$ cat src/design/l2_reqs_macros.svh
/* sizes and operation codes of the request buffer. the address is tag, set, word offset;
   changing a width here changes the package types as well */
`ifndef L2_REQS_MACROS_SVH
`define L2_REQS_MACROS_SVH

// buffer size
`define N_REQS 4
`define REQS_BITS 2

// address fields, msb first
`define TAG_BITS 8
`define SET_BITS 4
`define WOFF_BITS 2
`define ADDR_BITS 14

`define WORD_BITS 32
`define WORDS_PER_LINE 4

// widest pending invalidation ack count
`define INVACK_BITS 3

// buffer operation codes
`define REQS_IDLE 2'b00
`define REQS_LOOKUP 2'b01
`define REQS_PEEK_REQ 2'b10
`define REQS_PEEK_FWD 2'b11

`endif
$ cat src/design/l2_reqs_pkg.sv
/* types shared by the request buffer, its sequencer and the ack counter.
   widths come from the macro header */
`default_nettype none

`include "l2_reqs_macros.svh"

package l2_reqs_pkg;

    typedef logic [`ADDR_BITS-1:0] addr_t;
    typedef logic [`TAG_BITS-1:0] tag_t;
    typedef logic [`SET_BITS-1:0] set_t;
    typedef logic [`WOFF_BITS-1:0] woff_t;
    typedef logic [`WORD_BITS-1:0] word_t;
    typedef logic [`WORD_BITS*`WORDS_PER_LINE-1:0] line_t;
    typedef logic [`REQS_BITS-1:0] reqs_idx_t;
    typedef logic [`INVACK_BITS-1:0] invack_cnt_t;

    // slot states, no eviction states
    typedef enum logic [1:0] {
        INVALID = 2'd0,
        ISD     = 2'd1,
        IMAD    = 2'd2,
        IMA     = 2'd3
    } req_state_t;

    typedef enum logic [1:0] {
        FWD_GETS   = 2'd0,
        FWD_GETM   = 2'd1,
        FWD_INV    = 2'd2,
        FWD_PUTACK = 2'd3
    } fwd_msg_t;

    // sequencer
    typedef enum logic [1:0] {
        IDLE   = 2'd0,
        PEEK   = 2'd1,
        DECIDE = 2'd2
    } ctrl_state_t;

endpackage

`default_nettype wire

$ cat src/design/l2_reqs_top.sv
/* strobes are accepted only while busy_o is low, one per cycle;
   responses and acks must match a pending slot */
`default_nettype none

module l2_reqs_top (
    input  wire logic                clk,
    input  wire logic                rst,
    input  wire logic                cpu_req_i,
    input  l2_reqs_pkg::addr_t       cpu_addr_i,
    input  wire logic                cpu_we_i,
    input  l2_reqs_pkg::word_t       cpu_wdata_i,
    input  wire logic                rsp_i,
    input  l2_reqs_pkg::addr_t       rsp_addr_i,
    input  l2_reqs_pkg::line_t       rsp_line_i,
    input  l2_reqs_pkg::invack_cnt_t rsp_invack_i,
    input  wire logic                invack_i,
    input  wire logic                fwd_i,
    input  l2_reqs_pkg::addr_t       fwd_addr_i,
    input  l2_reqs_pkg::fwd_msg_t    fwd_msg_i,
    output logic                     busy_o,
    output logic                     req_accept_o,
    output logic                     req_reject_o,
    output logic                     done_o,
    output l2_reqs_pkg::addr_t       done_addr_o,
    output l2_reqs_pkg::word_t       done_data_o,
    output logic                     fwd_hit_o,
    output logic                     fwd_stall_o
);

    import l2_reqs_pkg::*;

    logic [1:0]  reqs_op_code;
    logic        fill_reqs, wr_req_state, wr_req_line, we, reqs_hit;
    logic        set_conflict, set_fwd_stall, clr_fwd_stall, sel_we;
    logic        cnt_load, cnt_dec, cnt_zero;
    addr_t       op_addr;
    word_t       wdata, sel_wdata;
    req_state_t  state_wr_data, sel_state;
    line_t       line_wr_data, sel_line;
    fwd_msg_t    fwd_msg;
    reqs_idx_t   reqs_i;
    woff_t       sel_woff;
    invack_cnt_t cnt_val;

    l2_req_ctrl u_ctrl (
        .clk, .rst, .cpu_req_i, .cpu_addr_i, .cpu_we_i, .cpu_wdata_i,
        .rsp_i, .rsp_addr_i, .rsp_line_i, .rsp_invack_i, .invack_i,
        .fwd_i, .fwd_addr_i, .fwd_msg_i,
        .reqs_op_code_o(reqs_op_code), .fill_reqs_o(fill_reqs),
        .wr_req_state_o(wr_req_state), .wr_req_line_o(wr_req_line),
        .op_addr_o(op_addr), .we_o(we), .wdata_o(wdata),
        .state_wr_data_o(state_wr_data), .line_wr_data_o(line_wr_data),
        .fwd_msg_o(fwd_msg), .reqs_i_i(reqs_i), .reqs_hit_i(reqs_hit),
        .set_conflict_i(set_conflict), .set_fwd_stall_i(set_fwd_stall),
        .clr_fwd_stall_i(clr_fwd_stall), .sel_state_i(sel_state),
        .sel_woff_i(sel_woff), .sel_we_i(sel_we), .sel_wdata_i(sel_wdata),
        .sel_line_i(sel_line), .cnt_load_o(cnt_load), .cnt_val_o(cnt_val),
        .cnt_dec_o(cnt_dec), .cnt_zero_i(cnt_zero),
        .busy_o, .req_accept_o, .req_reject_o, .done_o, .done_addr_o,
        .done_data_o, .fwd_hit_o, .fwd_stall_o
    );

    l2_reqs u_reqs (
        .clk, .rst, .reqs_op_code_i(reqs_op_code), .fill_reqs_i(fill_reqs),
        .wr_req_state_i(wr_req_state), .wr_req_line_i(wr_req_line),
        .op_addr_i(op_addr), .we_i(we), .wdata_i(wdata),
        .state_wr_data_i(state_wr_data), .line_wr_data_i(line_wr_data),
        .fwd_msg_i(fwd_msg), .reqs_i_o(reqs_i), .reqs_hit_o(reqs_hit),
        .set_conflict_o(set_conflict), .set_fwd_stall_o(set_fwd_stall),
        .clr_fwd_stall_o(clr_fwd_stall), .sel_state_o(sel_state),
        .sel_woff_o(sel_woff), .sel_we_o(sel_we), .sel_wdata_o(sel_wdata),
        .sel_line_o(sel_line)
    );

    invack_counter u_cnt (
        .clk, .rst, .load_i(cnt_load), .load_val_i(cnt_val),
        .dec_i(cnt_dec), .cnt_zero_o(cnt_zero)
    );

endmodule

`default_nettype wire

$ cat src/design/l2_req_ctrl.sv
/* one event at a time; requests and responses decide two cycles after the strobe,
   acks and forwards one cycle after. only one slot may wait in IMA */
`default_nettype none

`include "l2_reqs_macros.svh"

module l2_req_ctrl (
    input  wire logic                clk,
    input  wire logic                rst,
    input  wire logic                cpu_req_i,
    input  l2_reqs_pkg::addr_t       cpu_addr_i,
    input  wire logic                cpu_we_i,
    input  l2_reqs_pkg::word_t       cpu_wdata_i,
    input  wire logic                rsp_i,
    input  l2_reqs_pkg::addr_t       rsp_addr_i,
    input  l2_reqs_pkg::line_t       rsp_line_i,
    input  l2_reqs_pkg::invack_cnt_t rsp_invack_i,
    input  wire logic                invack_i,
    input  wire logic                fwd_i,
    input  l2_reqs_pkg::addr_t       fwd_addr_i,
    input  l2_reqs_pkg::fwd_msg_t    fwd_msg_i,
    output logic [1:0]               reqs_op_code_o,
    output logic                     fill_reqs_o,
    output logic                     wr_req_state_o,
    output logic                     wr_req_line_o,
    output l2_reqs_pkg::addr_t       op_addr_o,
    output logic                     we_o,
    output l2_reqs_pkg::word_t       wdata_o,
    output l2_reqs_pkg::req_state_t  state_wr_data_o,
    output l2_reqs_pkg::line_t       line_wr_data_o,
    output l2_reqs_pkg::fwd_msg_t    fwd_msg_o,
    input  l2_reqs_pkg::reqs_idx_t   reqs_i_i,
    input  wire logic                reqs_hit_i,
    input  wire logic                set_conflict_i,
    input  wire logic                set_fwd_stall_i,
    input  wire logic                clr_fwd_stall_i,
    input  l2_reqs_pkg::req_state_t  sel_state_i,
    input  l2_reqs_pkg::woff_t       sel_woff_i,
    input  wire logic                sel_we_i,
    input  l2_reqs_pkg::word_t       sel_wdata_i,
    input  l2_reqs_pkg::line_t       sel_line_i,
    output logic                     cnt_load_o,
    output l2_reqs_pkg::invack_cnt_t cnt_val_o,
    output logic                     cnt_dec_o,
    input  wire logic                cnt_zero_i,
    output logic                     busy_o,
    output logic                     req_accept_o,
    output logic                     req_reject_o,
    output logic                     done_o,
    output l2_reqs_pkg::addr_t       done_addr_o,
    output l2_reqs_pkg::word_t       done_data_o,
    output logic                     fwd_hit_o,
    output logic                     fwd_stall_o
);

    import l2_reqs_pkg::*;

    localparam logic [1:0] EV_REQ = 2'd0;
    localparam logic [1:0] EV_RSP = 2'd1;
    localparam logic [1:0] EV_ACK = 2'd2;
    localparam logic [1:0] EV_FWD = 2'd3;

    ctrl_state_t state_q, state_d;
    logic [1:0]  ev_q;
    logic        conflict_q, ima_valid_q, fwd_hit_q, fwd_stall_q;
    reqs_idx_t   ima_idx_q, stall_idx_q;
    addr_t       addr_q, ima_addr_q;
    logic        we_q;
    word_t       wdata_q;
    line_t       line_q;
    invack_cnt_t inv_q;

    logic  ack_go, decide_req, decide_rsp, decide_ack, decide_fwd;
    logic  rsp_hit, ima_set, ack_done;
    word_t line_word;

    assign ack_go     = invack_i && ima_valid_q;
    assign decide_req = (state_q == DECIDE) && (ev_q == EV_REQ);
    assign decide_rsp = (state_q == DECIDE) && (ev_q == EV_RSP);
    assign decide_ack = (state_q == DECIDE) && (ev_q == EV_ACK);
    assign decide_fwd = (state_q == DECIDE) && (ev_q == EV_FWD);

    always_comb begin
        state_d = state_q;
        case (state_q)
            IDLE: begin
                if (cpu_req_i || rsp_i) begin
                    state_d = PEEK;
                end else if (ack_go || fwd_i) begin
                    // lookup already issued in the strobe cycle
                    state_d = DECIDE;
                end
            end
            PEEK:    state_d = DECIDE;
            default: state_d = IDLE;
        endcase
    end

    always_comb begin
        reqs_op_code_o = `REQS_IDLE;
        if (state_q == IDLE) begin
            if (fwd_i) begin
                reqs_op_code_o = `REQS_PEEK_FWD;
            end else if (ack_go) begin
                reqs_op_code_o = `REQS_LOOKUP;
            end
        end else if (state_q == PEEK) begin
            reqs_op_code_o = (ev_q == EV_REQ) ? `REQS_PEEK_REQ : `REQS_LOOKUP;
        end
    end

    assign op_addr_o = (state_q != IDLE) ? addr_q : (fwd_i ? fwd_addr_i : ima_addr_q);

    always_ff @(posedge clk or negedge rst) begin
        if (!rst) begin
            state_q     <= IDLE;
            ev_q        <= EV_REQ;
            conflict_q  <= 1'b0;
            ima_valid_q <= 1'b0;
            fwd_hit_q   <= 1'b0;
            fwd_stall_q <= 1'b0;
            stall_idx_q <= '0;
        end else begin
            state_q <= state_d;
            if (state_q == IDLE) begin
                if (cpu_req_i) begin
                    ev_q <= EV_REQ;
                end else if (rsp_i) begin
                    ev_q <= EV_RSP;
                end else if (ack_go) begin
                    ev_q <= EV_ACK;
                end else if (fwd_i) begin
                    ev_q <= EV_FWD;
                end
            end
            if (state_q == PEEK) begin
                conflict_q <= set_conflict_i;
            end
            if (ima_set) begin
                ima_valid_q <= 1'b1;
            end else if (ack_done) begin
                ima_valid_q <= 1'b0;
            end
            if (decide_fwd) begin
                fwd_hit_q   <= reqs_hit_i;
                stall_idx_q <= reqs_i_i;
            end
            if (state_q == IDLE && fwd_i) begin
                if (set_fwd_stall_i) begin
                    fwd_stall_q <= 1'b1;
                end else if (clr_fwd_stall_i) begin
                    fwd_stall_q <= 1'b0;
                end
            end else if (done_o && reqs_i_i == stall_idx_q) begin
                // the stalling slot has completed
                fwd_stall_q <= 1'b0;
            end
        end
    end

    always_ff @(posedge clk) begin
        if (state_q == IDLE) begin
            if (cpu_req_i) begin
                addr_q  <= cpu_addr_i;
                we_q    <= cpu_we_i;
                wdata_q <= cpu_wdata_i;
            end else if (rsp_i) begin
                addr_q <= rsp_addr_i;
                line_q <= rsp_line_i;
                inv_q  <= rsp_invack_i;
            end else if (ack_go) begin
                addr_q <= ima_addr_q;
            end
        end
        if (ima_set) begin
            ima_addr_q <= addr_q;
            ima_idx_q  <= reqs_i_i;
        end
    end

    assign rsp_hit  = decide_rsp && reqs_hit_i;
    assign ima_set  = rsp_hit && sel_state_i == IMAD && inv_q != '0;
    assign ack_done = decide_ack && cnt_zero_i && reqs_hit_i && reqs_i_i == ima_idx_q;

    assign req_accept_o = decide_req && reqs_hit_i && !conflict_q;
    assign req_reject_o = decide_req && !(reqs_hit_i && !conflict_q);
    assign fill_reqs_o  = req_accept_o;

    assign wr_req_state_o  = rsp_hit || ack_done;
    assign wr_req_line_o   = rsp_hit;
    assign state_wr_data_o = decide_req ? (we_q ? IMAD : ISD) : (ima_set ? IMA : INVALID);
    assign line_wr_data_o  = line_q;
    assign we_o            = we_q;
    assign wdata_o         = wdata_q;
    assign fwd_msg_o       = fwd_msg_i;

    assign cnt_load_o = ima_set;
    assign cnt_val_o  = inv_q;
    assign cnt_dec_o  = (state_q == IDLE) && ack_go;

    assign line_word   = sel_line_i[sel_woff_i*`WORD_BITS +: `WORD_BITS];
    assign done_o      = (rsp_hit && !ima_set) || ack_done;
    assign done_addr_o = {addr_q[`ADDR_BITS-1:`WOFF_BITS], sel_woff_i};
    assign done_data_o = sel_we_i ? sel_wdata_i : line_word;

    assign busy_o      = (state_q != IDLE);
    assign fwd_hit_o   = decide_fwd ? reqs_hit_i : fwd_hit_q;
    assign fwd_stall_o = fwd_stall_q;

endmodule

`default_nettype wire

$ cat src/design/l2_reqs.sv
/* four-slot miss buffer. all writes go to the slot at the registered index,
   lookups are combinational and assume at most one valid slot per line */
`default_nettype none

`include "l2_reqs_macros.svh"

module l2_reqs (
    input  wire logic                   clk,
    input  wire logic                   rst,
    input  wire logic [1:0]             reqs_op_code_i,
    input  wire logic                   fill_reqs_i,
    input  wire logic                   wr_req_state_i,
    input  wire logic                   wr_req_line_i,
    input  l2_reqs_pkg::addr_t          op_addr_i,
    input  wire logic                   we_i,
    input  l2_reqs_pkg::word_t          wdata_i,
    input  l2_reqs_pkg::req_state_t     state_wr_data_i,
    input  l2_reqs_pkg::line_t          line_wr_data_i,
    input  l2_reqs_pkg::fwd_msg_t       fwd_msg_i,
    output l2_reqs_pkg::reqs_idx_t      reqs_i_o,
    output logic                        reqs_hit_o,
    output logic                        set_conflict_o,
    output logic                        set_fwd_stall_o,
    output logic                        clr_fwd_stall_o,
    output l2_reqs_pkg::req_state_t     sel_state_o,
    output l2_reqs_pkg::woff_t          sel_woff_o,
    output logic                        sel_we_o,
    output l2_reqs_pkg::word_t          sel_wdata_o,
    output l2_reqs_pkg::line_t          sel_line_o
);

    import l2_reqs_pkg::*;

    req_state_t state_q [`N_REQS];
    tag_t       tag_q   [`N_REQS];
    set_t       set_q   [`N_REQS];
    woff_t      woff_q  [`N_REQS];
    logic       we_q    [`N_REQS];
    word_t      wdata_q [`N_REQS];
    line_t      line_q  [`N_REQS];

    tag_t      op_tag;
    set_t      op_set;
    woff_t     op_woff;
    reqs_idx_t idx_next;
    logic      hit_next;
    logic      fwd_stall;

    assign op_tag  = op_addr_i[`ADDR_BITS-1 -: `TAG_BITS];
    assign op_set  = op_addr_i[`WOFF_BITS +: `SET_BITS];
    assign op_woff = op_addr_i[`WOFF_BITS-1:0];

    always_ff @(posedge clk or negedge rst) begin
        if (!rst) begin
            for (int i = 0; i < `N_REQS; i++) begin
                state_q[i] <= INVALID;
            end
        end else if (fill_reqs_i || wr_req_state_i) begin
            state_q[reqs_i_o] <= state_wr_data_i;
        end
    end

    always_ff @(posedge clk) begin
        if (fill_reqs_i) begin
            tag_q[reqs_i_o]   <= op_tag;
            set_q[reqs_i_o]   <= op_set;
            woff_q[reqs_i_o]  <= op_woff;
            we_q[reqs_i_o]    <= we_i;
            wdata_q[reqs_i_o] <= wdata_i;
        end
        if (fill_reqs_i || wr_req_line_i) begin
            line_q[reqs_i_o] <= line_wr_data_i;
        end
    end

    // on PEEK_REQ the hit flag means a free slot was found
    always_comb begin
        idx_next        = '0;
        hit_next        = 1'b0;
        fwd_stall       = 1'b0;
        set_conflict_o  = 1'b0;
        set_fwd_stall_o = 1'b0;
        clr_fwd_stall_o = 1'b0;
        case (reqs_op_code_i)
            `REQS_PEEK_REQ: begin
                for (int i = 0; i < `N_REQS; i++) begin
                    if (state_q[i] == INVALID) begin
                        idx_next = reqs_idx_t'(i);
                        hit_next = 1'b1;
                    end else if (set_q[i] == op_set) begin
                        set_conflict_o = 1'b1;
                    end
                end
            end
            `REQS_LOOKUP: begin
                for (int i = 0; i < `N_REQS; i++) begin
                    if (state_q[i] != INVALID && tag_q[i] == op_tag && set_q[i] == op_set) begin
                        idx_next = reqs_idx_t'(i);
                        hit_next = 1'b1;
                    end
                end
            end
            `REQS_PEEK_FWD: begin
                for (int i = 0; i < `N_REQS; i++) begin
                    if (state_q[i] != INVALID && tag_q[i] == op_tag && set_q[i] == op_set) begin
                        idx_next = reqs_idx_t'(i);
                        hit_next = 1'b1;
                        case (fwd_msg_i)
                            FWD_PUTACK: fwd_stall = 1'b0;
                            FWD_INV:    fwd_stall = (state_q[i] == ISD);
                            default:    fwd_stall = 1'b1;
                        endcase
                    end
                end
                // a miss clears a stale stall too
                set_fwd_stall_o = fwd_stall;
                clr_fwd_stall_o = !fwd_stall;
            end
            default: begin
                hit_next = 1'b0;
            end
        endcase
    end

    always_ff @(posedge clk or negedge rst) begin
        if (!rst) begin
            reqs_i_o   <= '0;
            reqs_hit_o <= 1'b0;
        end else if (reqs_op_code_i != `REQS_IDLE) begin
            reqs_i_o   <= idx_next;
            reqs_hit_o <= hit_next;
        end
    end

    assign sel_state_o = state_q[reqs_i_o];
    assign sel_woff_o  = woff_q[reqs_i_o];
    assign sel_we_o    = we_q[reqs_i_o];
    assign sel_wdata_o = wdata_q[reqs_i_o];
    // bypass so a line being written is readable in the same cycle
    assign sel_line_o  = wr_req_line_i ? line_wr_data_i : line_q[reqs_i_o];

endmodule

`default_nettype wire

$ cat src/design/invack_counter.sv
/* pending invalidation ack count of the single IMA slot.
   load wins over decrement; the count never wraps below zero */
`default_nettype none

module invack_counter (
    input  wire logic                clk,
    input  wire logic                rst,
    input  wire logic                load_i,
    input  l2_reqs_pkg::invack_cnt_t load_val_i,
    input  wire logic                dec_i,
    output logic                     cnt_zero_o
);

    import l2_reqs_pkg::*;

    invack_cnt_t cnt_q;

    always_ff @(posedge clk or negedge rst) begin
        if (!rst) begin
            cnt_q <= '0;
        end else if (load_i) begin
            cnt_q <= load_val_i;
        end else if (dec_i && cnt_q != '0) begin
            cnt_q <= cnt_q - 1'b1;
        end
    end

    assign cnt_zero_o = (cnt_q == '0);

endmodule

`default_nettype wire

$ cat config.mk
export PLATFORM = sky130hd
export DESIGN_NAME = l2_reqs_top
export DESIGN_NICKNAME = d
export VERILOG_FILES = /design/src/design/l2_reqs_pkg.sv /design/src/design/l2_reqs_top.sv /design/src/design/l2_req_ctrl.sv /design/src/design/l2_reqs.sv /design/src/design/invack_counter.sv
export VERILOG_INCLUDE_DIRS = /design/src /design/src/design
export SDC_FILE = /design/constraint.sdc
export NUM_CORES = 1
export LEC_CHECK = 0
export BUFFER_PORTS_ARGS = -buffer_cell sky130_fd_sc_hd__buf_2
export CORE_AREA = 5 5 208 412
export CTS_BUF_LIST = sky130_fd_sc_hd__clkbuf_8 sky130_fd_sc_hd__clkbuf_16
export CTS_CLUSTER_DIAMETER = 150
export DETAILED_ROUTE_END_ITERATION = 8
export DIE_AREA = 0 0 213 417
export PLACE_DENSITY = 0.63
export SLEW_MARGIN = 25
export SYNTH_ARGS = -nofsm -noshare
export SYNTH_HDL_FRONTEND = slang
export SYNTH_SLANG_ARGS = --single-unit
$ cat constraint.sdc
create_clock -name clk -period 11.5 [get_ports clk]
set_input_delay 1.725 -clock clk [delete_from_list [all_inputs] [get_ports clk]]
set_output_delay 1.725 -clock clk [all_outputs]
set_load 0.005 [all_outputs]
==> results.md <==
- Top delay family on crit path: buffers and inverters
- Top Ports: 266
- Initial DRC Count: about 1800
- Syn Nets: around 2300
- Mux contribution to synthesized area: a little under an eighth
- Most common library cells after synthesis: edfxtp_1, nand2_1, mux4_2
- Slowest CP cell: dfrtp_4
- Mean post-synth cell area: 17.8 µm²
- Setup Buffers After CTS: 0
- Clock power frac: between 30 and 40%
- WL/cell: 27.0 µm
- Outcome: complete, no violations
- Crit path DAT: approximately 5300 ps
- Kind of critical path: reg2out
- Sequential fraction of the synthesis area: roughly three quarters
- Cts hold-fix bufs: 0
- Most frequent cell after synthesis: edfxtp_1
- Main combinational cell family by area after synthesis: multiplexers
- Sw power: roughly 2500 µW
- TritonCTS clock tree: yes
- Yosys warns: 0
- TNS Setup: 0 ps
- Area growth syn-to-layout: 14.8%
- Synth Area in XOR/XNOR: between 2 and 2.5%
- Largest net degree at the start of global routing: 135
- Root Buffer: clkbuf_16
- Delay of the slowest critical-path stage: slightly above 900 ps
- Fin crit share: roughly three fifths
- Leakage power figure: 0.0139 µW
- Post-synthesis compound-gate area fraction: 3.23%
- Final nets: 2527
- Simple-Gate Fraction of Synth Area: under 10%
- Std-Cell Rows: about 150
- Netlist cell types: 60
- HP Class: reg2reg
- Total GRT Usage: a little over a fifth
- Crit path max fanout: 97
- Top area cells in the synthesized netlist: edfxtp_1, mux4_2, nand2_1
- Via Count: slightly below 20000
- Initial antenna violation count: 5
- Clock Sinks: around 900
- Post-Synth Adder-Cell Area: less than 1%
- Slew @ Worst Pin: 1340 ps
- Minimum clock period: around 7000 ps
- Top cell type's share of synthesized area: between 70 and 80%
- CP Cell Sequence: buf_12 -> o21ai_4 -> inv_6 -> buf_4 -> nand2_1 -> and3_1 -> a311oi_1 -> a31oi_1 -> o21ai_0 -> buf_2
- Die H: around 420 µm
- Slew Limit Fails: 0
- Clk_lat worst skew: ~660 ps
- CP Capture Type: output port
- Post-synth EDFFs: around 900
- Layout Skew: roughly 21 ps
- Combinational Power Share: 18.7%
- ANT nets after route: 0
- Synth area leader: edfxtp_1
- Async SR Flop Fraction: under 10%
- Filler cell count: about 6700
- CP bufs+invs: 4
- Vias in the first global route: 20500
- Dpl hpwl: 58400 µm
- Die W: about 210 µm
- DRT Wirelength: between 90000 and 100000 µm
- Syn Inst Count: just over 2000
- Final setup vio count: 0
- Cell count after placement: approximately 3300
- Max Fclk: roughly 140 MHz
- Core area: roughly 80000 µm²
- Initial Util: ~44%
- Clk buf depth: 3
- Non-Filler Instances: roughly 3400
- Grt total ovfl: 0
- CP required: 9780 ps
- MaxCap Viol Count: 0
- Drt drc: 0
- Clock H-tree levels: 3
- Synthesis-stage register bit count: 918
- Clk slew on worst S/H paths: approximately 70 ps
- Internal: 6280 µW
- Mapped Area: around 37000 µm²
- Drt pass-1 iters: 5
- Sw Share: between 20% and 30%
- Share of layout cells above drive strength 1: a little over a quarter
- CP Launch Type: flop
- Final Hold Viols: 0
- Cts bufs inserted: 84
- CTS resizes: 0
- Port Buffers: ~270
- Most used DFF post-synth: edfxtp_1
- First-pass GRT wire length: 136000 µm
- RD Place Congestion: 0.930
- Max IR drop VDD: roughly 0.00012 V
- Register share of total power: 47.8%
- Die Area: just under 90000 µm²
- Avg Vias per Cell: approximately 5.7
- RSZ-0062 raised after global routing: false
- P per Cell Area: about 210 nW/µm²
- Slew HR: around 11%
## logic make-up after synthesis
logic type,after synthesis
compound gates,183
simple gates,519
fa+ha+maj,2
buf+inv,141
xor+xnor,95
flops,918
mux,203
## worst paths after layout
kind,from,endpoint,slack [ps],cells after the start
worst min-delay path,u_ctrl.addr_q[0],u_ctrl.ima_addr_q[0],490,0
worst min register to register,u_ctrl.addr_q[0],u_ctrl.ima_addr_q[0],490,0
max in group asynchronous,rst,u_reqs.reqs_i_o[0],10050,1
worst max-delay path,u_reqs.reqs_i_o[0],done_data_o[31],4500,10
worst max register to register,u_ctrl.state_q[0],u_ctrl.fwd_stall_o,7060,9
min in group asynchronous,rst,u_reqs.reqs_hit_o,1050,1
## power by group through the flow
stage / Clock [µW] / Combinational, µW / Sequential [µW]
floorplan: 0 / 1100 / 4150
global placement: 0 / 1640 / 4260
detailed placement: 0 / 1650 / 4270
CTS: 3020 / 1660 / 4200
global route: 3150 / 1760 / 4220
finish: 2940 / 1640 / 4200
## flip-flops by register name, summed over array words and instances (netlist names), 3 cells and up
signal	cells
u_reqs.line_q	512
u_ctrl.line_wr_data_o	128
u_reqs.wdata_q	128
u_ctrl.wdata_o	32
u_reqs.tag_q	32
u_reqs.set_q	16
u_ctrl.addr_q	14
u_ctrl.ima_addr_q	14
u_reqs.state_q	8
u_reqs.woff_q	8
u_reqs.we_q	4
u_cnt.cnt_q	3
u_ctrl.cnt_val_o	3
## layout by cell type, fill, tap and decap left out, drive strengths merged, types with 4 or more instances in the layout
cell type  synthesis  layout
edfxtp           894     894
nand2            328     328
buf               63     295
mux4             162     162
clkbuf            68      84
o21ai             76      76
xnor2             72      72
nand3             68      68
nor2              36      36
clkinv             0      35
and3              34      34
a31oi             33      33
a311oi            32      32
mux2i             30      30
inv               10      26
dfrtp             24      24
xor2              23      23
bufinv             0      14
a21oi             13      13
nor4              12      12
nand4             11      11
mux2              11      11
nor3              10      10
nand2b             7       7
clkinvlp           0       6
diode              0       4
o22ai              4       4
a22oi              4       4
## worst register-to-register path, cell delays in order (launching register included)
cell and delay [ps]:
dfrtp_1 570, nor2_1 770, inv_1 570, o21ai_0 830
xor2_1 140, nor4_1 660, nor3b_4 360, o311ai_0 200
nand3_1 150, o21ai_2 80
## per-layer routing
layer | track usage [%] | wire [µm] | vias to the layer above
met2 | 35.7 | 48300 | 751
met1 | 25.8 | 34400 | 10100
met5 | 0 | 7 | -
li1 | - | - | 8571
met3 | 3.86 | 5920 | 165
met4 | 9.04 | 4360 | 2
## through the flow
stage	setup WS (ps)	power (µW)	area (µm²)	hold WS, ps	util, %
4_1_cts	4440	8880	42000	478	51.1
6_report	4500	8780	42000	490	51.1
3_3_place_gp	5150	5900	39100	439	47.5
3_5_place_dp	5170	5930	39100	450	47.6
2_1_floorplan	401	5250	36600	420	-
5_1_grt	4140	9130	42000	485	51.1
## layout make-up
cell class,count,area (µm²),area share (%)
clock buffer,84,2100,5.00
tap,1057,1320,3.15
clock inverter,71,792,1.89
inverter,10,42.5,0.101
sequential,918,27500,65.4
timing repair buffer,295,1640,3.90
antenna,4,10.0,0.0238
multi-input combinational,1002,8650,20.6
Note: power is estimated with default switching activity, not from simulation.
